===== src/common/boot_pkg.sv =====
// boot sequencer definitions
// state encoding and cycle count type shared by the sequencer and the top level

package boot_pkg;

	// cycle counter for state timing, boot age and the timing parameters
	typedef logic [15:0] boot_count_t;

	// power-up order of the board
	// each state names what the board is doing while it sits there
	typedef enum logic [2:0] {
		IDLE_WAIT,   // rails settling after rst release, counting to the PLL pulse
		PLL_RESET,   // pll_areset held high
		WAIT_LOCK,   // pulse done, waiting for pll_locked
		SYS_RESET,   // synth system reset asserted for the hold time
		PRESET_LOAD, // single cycle, default patch loaded, ready raised
		RUN_MUTED,   // running, DAC held at zero volume
		RUN          // running and unmuted
	} boot_state_t;

	// states from here on watch for loss of PLL lock
	// WAIT_LOCK itself just keeps waiting

endpackage


===== src/common/patch_pkg.sv =====
// patch definitions
// field widths, the patch register layout, pot selector codes and the power-up patch

package patch_pkg;

	typedef logic [6:0] volume_t;    // DAC volume code, 0 is silent
	typedef logic [7:0] pot_value_t; // raw reading from one front panel pot

	// which patch field a pot write lands in
	typedef enum logic [3:0] {
		POT_ATTACK,
		POT_DECAY,
		POT_SUSTAIN,
		POT_RELEASE,
		POT_CUTOFF,
		POT_OSC,
		POT_TEMPO,
		POT_EFFECT,
		POT_VOLUME
	} pot_sel_t;

	// full voice setup, 8 pot fields plus the master volume
	typedef struct packed {
		pot_value_t attack;       // envelope
		pot_value_t decay;
		pot_value_t sustain;
		pot_value_t release_time;
		pot_value_t cutoff;       // filter
		pot_value_t osc_shape;    // oscillator waveform
		pot_value_t tempo;        // step sequencer rate
		pot_value_t effect_mix;   // dry/wet
		volume_t    master_volume; // ramp target for the DAC
	} patch_t;

	// power-up patch, a soft pad at a moderate tempo
	localparam patch_t PATCH_DEFAULT = '{
		attack:        8'h10,
		decay:         8'h40,
		sustain:       8'hc0,
		release_time:  8'h60,
		cutoff:        8'h80,
		osc_shape:     8'h00, // saw
		tempo:         8'h78, // 120 bpm
		effect_mix:    8'h20,
		master_volume: 7'h30  // quietest audible level
	};

endpackage


===== src/power_sequencer/power_sequencer.sv =====
// power sequencer for the synth board
// pulses the PLL reset, waits for lock, holds the system reset, loads the default
// patch, flags ready and unmutes the DAC once the board is old enough

`timescale 1ns/1ps

module power_sequencer import boot_pkg::*; #(
	parameter boot_count_t AREST_START = 10,  // cycle of the first PLL reset pulse
	parameter boot_count_t AREST_LEN   = 2,   // PLL reset pulse width
	parameter boot_count_t RESET_HOLD  = 8,   // system reset width after lock
	parameter boot_count_t UNMUTE_MIN  = 100  // earliest unmute, counted from rst release
) (
	input  logic clk,
	input  logic rst,
	input  logic pll_locked,
	input  logic dac_ready,
	output logic pll_areset,
	output logic sys_rst,
	output logic sys_rst_n,
	output logic ready,       // to the microcontroller
	output logic preset_load, // one-cycle strobe to the patch registers
	output logic unmute       // to the volume ramp
);

	boot_state_t state;
	boot_count_t cnt;     // cycles spent in the current state
	boot_count_t age_cnt; // cycles since rst release, saturates
	logic        age_done;
	logic        lock_lost;

	assign age_done  = (age_cnt >= UNMUTE_MIN);
	assign lock_lost = !pll_locked && (state inside {SYS_RESET, PRESET_LOAD, RUN_MUTED, RUN});

	// boot age keeps running through a lock-loss restart
	always_ff @(posedge clk) begin
		if (rst) begin
			age_cnt <= '0;
		end else if (!age_done) begin
			age_cnt <= age_cnt + 1'b1;
		end
	end

	always_ff @(posedge clk) begin
		if (rst) begin
			state       <= IDLE_WAIT;
			cnt         <= '0;
			pll_areset  <= 1'b0;
			sys_rst     <= 1'b0;
			sys_rst_n   <= 1'b1;
			ready       <= 1'b0;
			preset_load <= 1'b0;
			unmute      <= 1'b0;
		end else begin
			preset_load <= 1'b0; // strobe, only set on the way out of SYS_RESET
			cnt         <= cnt + 1'b1;
			if (lock_lost) begin
				// drop everything and go straight back to the PLL pulse
				state      <= PLL_RESET;
				cnt        <= '0;
				pll_areset <= 1'b1;
				sys_rst    <= 1'b0;
				sys_rst_n  <= 1'b1;
				ready      <= 1'b0;
				unmute     <= 1'b0;
			end else begin
				case (state)
					IDLE_WAIT: if (cnt == AREST_START - 1'b1) begin
						state      <= PLL_RESET;
						cnt        <= '0;
						pll_areset <= 1'b1; // high from cycle AREST_START
					end
					PLL_RESET: if (cnt == AREST_LEN - 1'b1) begin
						state      <= WAIT_LOCK;
						cnt        <= '0;
						pll_areset <= 1'b0;
					end
					WAIT_LOCK: begin
						cnt <= '0; // lock time is unbounded, no timing here
						if (pll_locked) begin
							state     <= SYS_RESET;
							sys_rst   <= 1'b1;
							sys_rst_n <= 1'b0;
						end
					end
					SYS_RESET: if (cnt == RESET_HOLD - 1'b1) begin
						state       <= PRESET_LOAD;
						sys_rst     <= 1'b0;
						sys_rst_n   <= 1'b1;
						preset_load <= 1'b1;
						ready       <= 1'b1; // patch registers open for pots from here
					end
					PRESET_LOAD: state <= RUN_MUTED;
					RUN_MUTED: if (age_done && dac_ready) begin
						state  <= RUN;
						unmute <= 1'b1;
					end
					RUN: if (!dac_ready) begin
						state  <= RUN_MUTED; // wait for the DAC to come back
						unmute <= 1'b0;
					end
					default: begin
						state <= IDLE_WAIT;
						cnt   <= '0;
					end
				endcase
			end
		end
	end

endmodule


===== src/verilog/dac_volume_ramp.sv =====
// DAC volume ramp
// steps the volume one code at a time toward the target so level changes do not click,
// mute drops straight to zero

`timescale 1ns/1ps

module dac_volume_ramp import patch_pkg::*; #(
	parameter int unsigned RAMP_DIV = 4 // cycles per volume step
) (
	input  logic    clk,
	input  logic    rst,
	input  logic    unmute,
	input  logic    dac_ready,
	input  volume_t target,
	output volume_t volume
);

	localparam int unsigned DIV_W = (RAMP_DIV > 1) ? $clog2(RAMP_DIV) : 1;
	localparam logic [DIV_W-1:0] DIV_LAST = DIV_W'(RAMP_DIV - 1);

	logic [DIV_W-1:0] div_cnt;
	logic             run;  // DAC allowed to play
	logic             tick; // one step due

	assign run  = unmute && dac_ready;
	assign tick = (div_cnt == DIV_LAST);

	// divider only runs while playing so each unmute starts a full step period
	always_ff @(posedge clk) begin
		if (rst || !run) begin
			div_cnt <= '0;
		end else if (tick) begin
			div_cnt <= '0;
		end else begin
			div_cnt <= div_cnt + 1'b1;
		end
	end

	always_ff @(posedge clk) begin
		if (rst || !run) begin
			volume <= '0; // mute bypasses the ramp
		end else if (tick) begin
			if (volume < target) begin
				volume <= volume + 1'b1;
			end else if (volume > target) begin
				volume <= volume - 1'b1;
			end
		end
	end

endmodule


===== src/verilog/preset_regs.sv =====
// patch register block
// holds the voice setup, restored to the defaults on a preset load
// and updated field by field from pot writes once the board is ready

`timescale 1ns/1ps

module preset_regs import patch_pkg::*; (
	input  logic       clk,
	input  logic       rst,
	input  logic       preset_load, // from the sequencer
	input  logic       ready,       // pots ignored until boot completes
	input  logic       pot_wr,
	input  pot_sel_t   pot_sel,
	input  pot_value_t pot_value,
	output patch_t     patch
);

	logic wr_en;

	assign wr_en = pot_wr && ready;

	always_ff @(posedge clk) begin
		if (rst || preset_load) begin
			patch <= PATCH_DEFAULT;
		end else if (wr_en) begin
			case (pot_sel)
				POT_ATTACK:  patch.attack       <= pot_value;
				POT_DECAY:   patch.decay        <= pot_value;
				POT_SUSTAIN: patch.sustain      <= pot_value;
				POT_RELEASE: patch.release_time <= pot_value;
				POT_CUTOFF:  patch.cutoff       <= pot_value;
				POT_OSC:     patch.osc_shape    <= pot_value;
				POT_TEMPO:   patch.tempo        <= pot_value;
				POT_EFFECT:  patch.effect_mix   <= pot_value;
				// volume is 7 bits, drop the pot lsb
				POT_VOLUME:  patch.master_volume <= pot_value[7:1];
				default: ; // unused selector codes leave the patch alone
			endcase
		end
	end

endmodule


===== src/verilog/synth_boot_top.sv =====
// synth board bring-up top
// power sequencer, patch registers and DAC volume ramp

`timescale 1ns/1ps

module synth_boot_top import boot_pkg::*, patch_pkg::*; #(
	parameter boot_count_t AREST_START = 10,
	parameter boot_count_t AREST_LEN   = 2,
	parameter boot_count_t RESET_HOLD  = 8,
	parameter boot_count_t UNMUTE_MIN  = 100,
	parameter int unsigned RAMP_DIV    = 4
) (
	input  logic       clk,
	input  logic       rst,
	input  logic       pll_locked,
	input  logic       dac_ready,
	input  logic       pot_wr,
	input  pot_sel_t   pot_sel,
	input  pot_value_t pot_value,
	output logic       pll_areset,
	output logic       sys_rst,
	output logic       sys_rst_n,
	output logic       ready,
	output patch_t     patch,
	output volume_t    volume
);

	logic preset_load; // sequencer to registers
	logic unmute;      // sequencer to ramp

	power_sequencer #(
		.AREST_START(AREST_START),
		.AREST_LEN  (AREST_LEN),
		.RESET_HOLD (RESET_HOLD),
		.UNMUTE_MIN (UNMUTE_MIN)
	) i_power_sequencer (
		.clk        (clk),
		.rst        (rst),
		.pll_locked (pll_locked),
		.dac_ready  (dac_ready),
		.pll_areset (pll_areset),
		.sys_rst    (sys_rst),
		.sys_rst_n  (sys_rst_n),
		.ready      (ready),
		.preset_load(preset_load),
		.unmute     (unmute)
	);

	preset_regs i_preset_regs (
		.clk        (clk),
		.rst        (rst),
		.preset_load(preset_load),
		.ready      (ready),
		.pot_wr     (pot_wr),
		.pot_sel    (pot_sel),
		.pot_value  (pot_value),
		.patch      (patch)
	);

	// master volume from the patch is the ramp target
	dac_volume_ramp #(
		.RAMP_DIV(RAMP_DIV)
	) i_dac_volume_ramp (
		.clk      (clk),
		.rst      (rst),
		.unmute   (unmute),
		.dac_ready(dac_ready),
		.target   (patch.master_volume),
		.volume   (volume)
	);

endmodule

===== config.mk =====
export PLATFORM = sky130hd
export DESIGN_NAME = synth_boot_top
export DESIGN_NICKNAME = d
export VERILOG_FILES = /design/src/common/boot_pkg.sv /design/src/common/patch_pkg.sv /design/src/power_sequencer/power_sequencer.sv /design/src/verilog/dac_volume_ramp.sv /design/src/verilog/preset_regs.sv /design/src/verilog/synth_boot_top.sv
export SDC_FILE = /design/constraint.sdc
export NUM_CORES = 1
export LEC_CHECK = 0
export BUFFER_PORTS_ARGS = -buffer_cell sky130_fd_sc_hd__buf_2
export CORE_ASPECT_RATIO = 2
export CORE_MARGIN = 4
export CORE_UTILIZATION = 50
export DETAILED_ROUTE_END_ITERATION = 7
export PLACE_DENSITY = 0.76
export SKIP_CTS_REPAIR_TIMING = 1
export SLEW_MARGIN = 20
export SYNTH_ARGS = -nofsm -noshare
export SYNTH_HDL_FRONTEND = slang
export SYNTH_SLANG_ARGS = --single-unit

===== constraint.sdc =====
create_clock -name clk -period 2.9 [get_ports clk]
set_input_delay 0.29 -clock clk [delete_from_list [all_inputs] [get_ports clk]]
set_output_delay 0.29 -clock clk [all_outputs]
set_load 0.01 [all_outputs]

==> flow_summary_export.csv, run 1 <==
group,metric,value,unit
die,core,10150,µm²
min_path,hold_path_class,"input pin to flop",
worst_setup_path,crit_fanout,6,
routing,ant_nets,0,
logic_synthesis,postSynth.asyncResetShare,0,
worst_setup_path,endpoint_kind,"flop",
timing,timing.hold.ws,0.1769,ns
cts,htree_levels,4,
logic_synthesis,yosysUniqueCellTypes,62,
logic_synthesis,postSynthCellCount,543,
logic_synthesis,synth_edf_count,0,
worst_setup_path,slowest_delay,0.36,ns
timing,fin_tns_setup,0,ns
flow_run,drv_cap,0,
timing,period_share,0.9785,
power,p_per_area,595.2,nW/µm²
final_layout,antenna_cells,0,
worst_setup_path,reg2reg_depth,11,
logic_synthesis,synthesis.nets,578,
cts,cts_tree,"done",
logic_synthesis,ys_ff_latch,121,
cts,clk_path_buf_depth,2,
cts,clkLatencyLatePin,0.41,ns
die,num_io_pins,99,
timing,clock.fmax,352.4,MHz
logic_synthesis,synth.yosys.seq_area_share,0.4645,
worst_setup_path,r2r_setup_slack,0.06,ns
final_layout,final_nets,684,
placed_design,gp_congestion,0.8669,
cts,cts-root-buf,"clkbuf_16",
global_routing,track_usage,0.2068,
routing,dr.pass1.iters,4,
placed_design,dp_hpwl,9154,µm
routing,wl_per_cell,15.40,µm
worst_setup_path,startpoint_type,"flop",
global_routing,overflow,0,
global_routing,grt_max_degree,33,
die,start_util,0.5138,
logic_synthesis,synth_top_area_frac,0.4645,
timing,finalClockSkew,0.007740,ns
logic_synthesis,syn_area,5215,µm²
timing,worstMarginPinSlew,0.5760,ns
timing,finalSetupViolations,0,
timing,drv_slew,0,
die,fp.dieH,152.4,µm
power,peakVddDrop,0.6037,mV
timing,layout_min_cycle_time,2.838,ns
routing,via_per_inst,5.304,
die,rows,52,
timing,hold_viol,0,
global_routing,antenna_found_initial,0,
worst_setup_path,cp_cell_sequence,"inv_1 -> ha_1 -> and4_1 -> a21boi_2 -> nand2b_4 -> ha_1 -> a211oi_2 -> o21ai_1 -> o2bb2ai_1 -> a211oi_2 -> mux2_2",
cts,cts_sinks,121,
run_status,outcome,"finished clean",
logic_synthesis,syn_avg_cell_area,9.604,µm²
min_path,hold-path-cell-count,3,
logic_synthesis,yosys-top-cells-area,"dfxtp_1, mux2i_1, nor2_1",
global_routing,grt_pass1_wl,19850,µm
global_routing,grt_pass1_vias,4232,
cts,cts_buffers,17,
placed_design,port_buffers,98,
routing,vias,4227,
power,p_leak,0.003129,µW
cts,clk_pin_slew_worst_paths,0.06,ns
die,die_x,80.22,µm
final_layout,drive_gt1_frac,0.2734,
timing,relSlewSlack,0.6148,
routing,drc_errors,0,
logic_synthesis,yosysMostFrequentCell,"dfxtp_1",
logic_synthesis,synth-main-ff-cell,"dfxtp_1",
worst_setup_path,critPathKind,"flop to flop",
worst_setup_path,crit_slowest_cell,"mux2_2",
final_layout,area_growth,24.81,%
routing,initialDrtViolationCount,200,
worst_setup_path,crit_arrival,3.13,ns
timing,rsz0062_at_grt,"true",
die,fp.dieArea,12230,µm²
logic_synthesis,yosys-top-cells-count,"dfxtp_1, nor2_1, mux2i_1",
worst_setup_path,crit_required,3.20,ns
logic_synthesis,yosys_warnings,0,
routing,drt-total-wl,12270,µm
logic_synthesis,synth_area_leader_cell,"dfxtp_1",
power,power,3874,µW
## where the power goes
part / switching, µW / internal, µW / leakage (µW)
Clock: 793 / 1310 / 0.000290
Combinational: 66.0 / 28.5 / 0.00186
Sequential: 9.10 / 1670 / 0.000976
## through the flow
stage	utilization	cell area [µm²]	setup WS (ns)	cells
2_1_floorplan	-	5218	0.01748	543
3_3_place_gp	0.5778	5864	0.006765	765
3_5_place_dp	0.5778	5864	-0.08704	765
4_1_cts	0.6373	6469	-0.1427	797
5_1_grt	0.6413	6509	-0.05599	797
6_report	0.6413	6509	0.06249	797
## area by class of cell
class	instances	area, µm²
tap	135	168.9
inverter	19	71.32
clock inverter	14	165.2
timing repair buffer	113	603.1
fill	816	3641
multi-input combinational	377	2639
clock buffer	18	439.2
sequential	121	2422
## worst paths after layout
| kind | startpoint | endpoint |
|---|---|---|
| max | i_preset_regs.patch[6] | i_dac_volume_ramp.volume[6] |
| min | pll_locked | i_power_sequencer.sys_rst |
| max reg2reg | i_preset_regs.patch[6] | i_dac_volume_ramp.volume[6] |
| min reg2reg | i_dac_volume_ramp.div_cnt[0] | i_dac_volume_ramp.div_cnt[0] |
## cell families after synthesis
kind of cell,count (synthesis),share of synthesized area
mux,73,0.1404
flops,121,0.4645
compound gates,52,0.07078
simple gates,212,0.2051
fa+ha+maj,18,0.04463
xor+xnor,22,0.03695
buf+inv,45,0.03767
## layout by cell type (no fill, tap or decap), types with 2 or more instances in the layout
master        n
nand4_1       6
clkinvlp_4    2
clkbuf_16    17
mux2i_1      72
buf_4        15
nor4_2        3
nand4b_1      2
and4_1        3
inv_6         3
dfxtp_1     121
o21a_1        2
inv_1        19
a31oi_1       2
buf_2        98
o21ai_1       2
and3_1        3
o211ai_1      2
a211oi_1      2
a21o_1        3
ha_1         15
xor2_1       12
nand3_1      19
nor2b_1      16
a21oi_1      11
xnor2_1      10
a21oi_2       2
nor3_1        8
o21ai_0       9
nor3b_1       3
a211oi_2      2
clkinv_4      6
or2_2         5
nor2_2       10
nand2_1      32
nor2_1       88
and3b_1       4
bufinv_16     2
## routing by layer
metal / vias to the layer above / share of wire / GRT usage
li1: 2068 / - / -
met5: - / 0 / 0
met4: 0 / 0.036 / 0.1023
met1: 2009 / 0.35 / 0.1972
met3: 31 / 0.052 / 0.05444
met2: 119 / 0.56 / 0.3888
## worst max-delay path: cells and delay by family, from the launching register on
family,cells,cell delay [ns]
AND/OR/NAND/NOR,2,0.44
flip-flops,1,0.33
AO/OA/AOI/OAI,5,0.93
multiplexers,1,0.36
buffers and inverters,1,0.05
adder cells (fa/ha/maj),2,0.63
## registers in the layout, summed over array words and instances (netlist names), 2 cells and up
signal                     cells
i_power_sequencer.state        3
i_power_sequencer.cnt         16
i_preset_regs.patch           71
i_dac_volume_ramp.div_cnt      2
i_power_sequencer.age_cnt     16
i_dac_volume_ramp.volume       7
(Power assumes the default switching activity.)
==> run 2, diff against run 1 <==
--- a/config.mk
+++ b/config.mk
@@ -6,13 +6,16 @@
 export NUM_CORES = 1
 export LEC_CHECK = 0
 export BUFFER_PORTS_ARGS = -buffer_cell sky130_fd_sc_hd__buf_2
+export CELL_PAD_IN_SITES_DETAIL_PLACEMENT = 0
+export CELL_PAD_IN_SITES_GLOBAL_PLACEMENT = 1
 export CORE_ASPECT_RATIO = 2
 export CORE_MARGIN = 4
-export CORE_UTILIZATION = 50
+export CORE_UTILIZATION = 38
 export DETAILED_ROUTE_END_ITERATION = 7
-export PLACE_DENSITY = 0.76
+export PLACE_DENSITY_LB_ADDON = 0.1
 export SKIP_CTS_REPAIR_TIMING = 1
 export SLEW_MARGIN = 20
 export SYNTH_ARGS = -nofsm -noshare
 export SYNTH_HDL_FRONTEND = slang
+export SYNTH_HIERARCHICAL = 1
 export SYNTH_SLANG_ARGS = --single-unit
==> flow_summary_export.csv, run 2 <==
group,metric,value,unit
timing,period_share,0.9300,
worst_setup_path,cp_cell_sequence,"inv_1 -> ha_1 -> and4_1 -> a21boi_1 -> nand2b_4 -> ha_1 -> a211oi_2 -> o21ai_1 -> o2bb2ai_1 -> a211oi_2 -> mux2i_1",
global_routing,overflow,0,
final_layout,reg.largest.list,"i_preset_regs/patch (71), i_power_sequencer/age_cnt (16), i_power_sequencer/cnt (16)",
logic_synthesis,syn_area,5300,µm²
timing,rsz0062_at_grt,"false",
die,fp.dieH,175.0,µm
die,die_x,91.51,µm
cts,cts_buffers,17,
worst_setup_path,crit_fanout,7,
final_layout,nFillCells,1322,
cts,cts_tree,"done",
placed_design,dp.cells,817,
routing,ant_nets,0,
timing,finalWorstSetupSlack,0.2031,ns
logic_synthesis,yosysUniqueCellTypes,69,
worst_setup_path,critPathKind,"flop to flop",
timing,fin_tns_setup,0,ns
power,p_leak,0.003075,µW
placed_design,pre_cts_slack,0.02430,ns
logic_synthesis,postSynthCellCount,544,
timing,relSlewSlack,0.6728,
die,start_util,0.3901,
logic_synthesis,synth.yosys.seq_area_share,0.4570,
die,core,13590,µm²
routing,dr.pass1.iters,5,
cts,cts-root-buf,"clkbuf_16",
logic_synthesis,yosysMostFrequentCell,"dfxtp_1",
final_layout,layout_common_cells,"dfxtp_1, buf_2, nand2_1",
timing,drv_slew,0,
cts,clk_pin_slew_worst_paths,0.06,ns
timing,finalClockSkew,0.007699,ns
logic_synthesis,yosys-top-cells-area,"dfxtp_1, mux2i_1, nand2_1",
final_layout,final_nets,686,
logic_synthesis,synthesis.nets,580,
logic_synthesis,yosys-top-cells-count,"dfxtp_1, nand2_1, mux2i_1",
routing,drc_errors,0,
routing,initialDrtViolationCount,109,
global_routing,track_usage,0.1808,
power,power,3881,µW
logic_synthesis,synth_area_leader_cell,"dfxtp_1",
routing,vias,4221,
logic_synthesis,synth_edf_count,0,
routing,wl_per_cell,16.39,µm
die,num_io_pins,99,
worst_setup_path,crit_slowest_cell,"dfxtp_1",
power,peakVddDrop,0.3967,mV
placed_design,dp_hpwl,10420,µm
die,rows,60,
timing,clock.fmax,370.8,MHz
timing,layout_min_cycle_time,2.697,ns
global_routing,antenna_found_initial,1,
placed_design,gp_congestion,0.8290,
final_layout,antenna_cells,0,
logic_synthesis,syn_avg_cell_area,9.743,µm²
final_layout,drive_gt1_frac,0.2715,
final_layout,final_cells,849,
timing,worstMarginPinSlew,0.4896,ns
min_path,hold_path_class,"input pin to flop",
logic_synthesis,yosys_warnings,6,
global_routing,grt_pass1_vias,4323,
cts,clk_path_buf_depth,2,
cts,clkLatencyLatePin,0.41,ns
logic_synthesis,synth_top_area_frac,0.4570,
timing,hold_viol,0,
global_routing,grt_max_degree,27,
worst_setup_path,path_delay_family,"compound AO/OA/AOI/OAI gates",
worst_setup_path,endpoint_kind,"flop",
final_layout,largest_register,"i_preset_regs/patch",
routing,via_per_inst,4.972,
cts,htree_levels,4,
global_routing,grt_pass1_wl,22700,µm
power,p_per_area,587.4,nW/µm²
logic_synthesis,synth-main-ff-cell,"dfxtp_1",
final_layout,multiInputGateArea,2749,µm²
worst_setup_path,startpoint_type,"flop",
final_layout,area_growth,24.67,%
die,fp.dieArea,16020,µm²
flow_run,drv_cap,0,
placed_design,port_buffers,98,
timing,finalSetupViolations,0,
worst_setup_path,slowest_delay,0.33,ns
worst_setup_path,path_buf_inv,1,
routing,drt-total-wl,13920,µm
run_status,outcome,"finished clean",
logic_synthesis,postSynth.asyncResetShare,0,
worst_setup_path,crit_required,3.24,ns
logic_synthesis,ys_ff_latch,121,
cts,cts_sinks,121,
final_layout,largest_reg_flops,71,
final_layout,regArea,2422,µm²
final_layout,layout_commonest_cell,"dfxtp_1",
worst_setup_path,crit_arrival,3.04,ns
==> run 2: through the flow <==
step | area (µm²) | hold WS, ns | utilization
final | 6608 | 0.1670 | 0.4863
after floorplan | 5300 | 0.4084 | -
after detailed placement | 5983 | 0.4240 | 0.4403
after global routing | 6608 | 0.1450 | 0.4863
after CTS | 6580 | 0.1519 | 0.4843
after global placement | 5983 | 0.4185 | 0.4403
==> run 2: worst paths after layout <==
check                                             startpoint                           end  slack, ns  depth (start not counted)
worst min-delay path                            pot_value[3]       i_preset_regs/patch[18]       0.17                          3
worst min register to register  i_dac_volume_ramp/div_cnt[0]  i_dac_volume_ramp/div_cnt[0]       0.43                          1
worst max-delay path                  i_preset_regs/patch[6]   i_dac_volume_ramp/volume[6]       0.20                         11
worst max register to register        i_preset_regs/patch[6]   i_dac_volume_ramp/volume[6]       0.20                         11
==> run 2: kinds of logic (layout without fill, tap and decap cells) <==
| logic type | Yosys count | count (layout) | synth area share |
|---|---|---|---|
| AOI/OAI and AO/OA | 63 | 63 | 0.08475 |
| xor gates and xnor gates | 21 | 21 | 0.03470 |
| adders and majority gates | 19 | 19 | 0.04627 |
| buffers and inverters | 35 | 154 | 0.03092 |
| DFF | 121 | 121 | 0.4570 |
| muxes | 68 | 68 | 0.1284 |
| and+or+nand+nor | 217 | 217 | 0.2179 |
==> run 2: worst register-to-register path: cells and delay by family (launching register included) <==
| family | cells | cell delay, ns |
|---|---|---|
| buffers and inverters | 1 | 0.05 |
| DFF | 1 | 0.33 |
| and+or+nand+nor | 2 | 0.44 |
| AOI/OAI and AO/OA | 5 | 1.04 |
| muxes | 1 | 0.20 |
| adders and majority gates | 2 | 0.59 |
==> run 2: where the power goes <==
group	internal (µW)	total, µW	switching (µW)
Sequential	1670	1680	8.50
Clock	1320	2100	782
Combinational	31.5	105	73.1
Total	3020	3880	864
==> run 2: layout make-up <==
| type | count | area share |
|---|---|---|
| multi-input cells | 388 | 0.4160 |
| flip-flops and latches | 121 | 0.3666 |
| repair buffers | 105 | 0.08218 |
| clock buffers | 19 | 0.06855 |
| well taps | 186 | 0.03522 |
| clock inverters | 13 | 0.02178 |
| inverters | 17 | 0.009657 |
==> run 2: routing by layer <==
| metal | global-route usage | wire length (µm) | vias to the layer above |
|---|---|---|---|
| li1 | - | - | 2087 |
| met1 | 0.1898 | 5269 | 2013 |
| met2 | 0.3347 | 7764 | 99 |
| met3 | 0.04438 | 617 | 20 |
| met4 | 0.07746 | 252 | 2 |
| met5 | 0 | 12 | - |
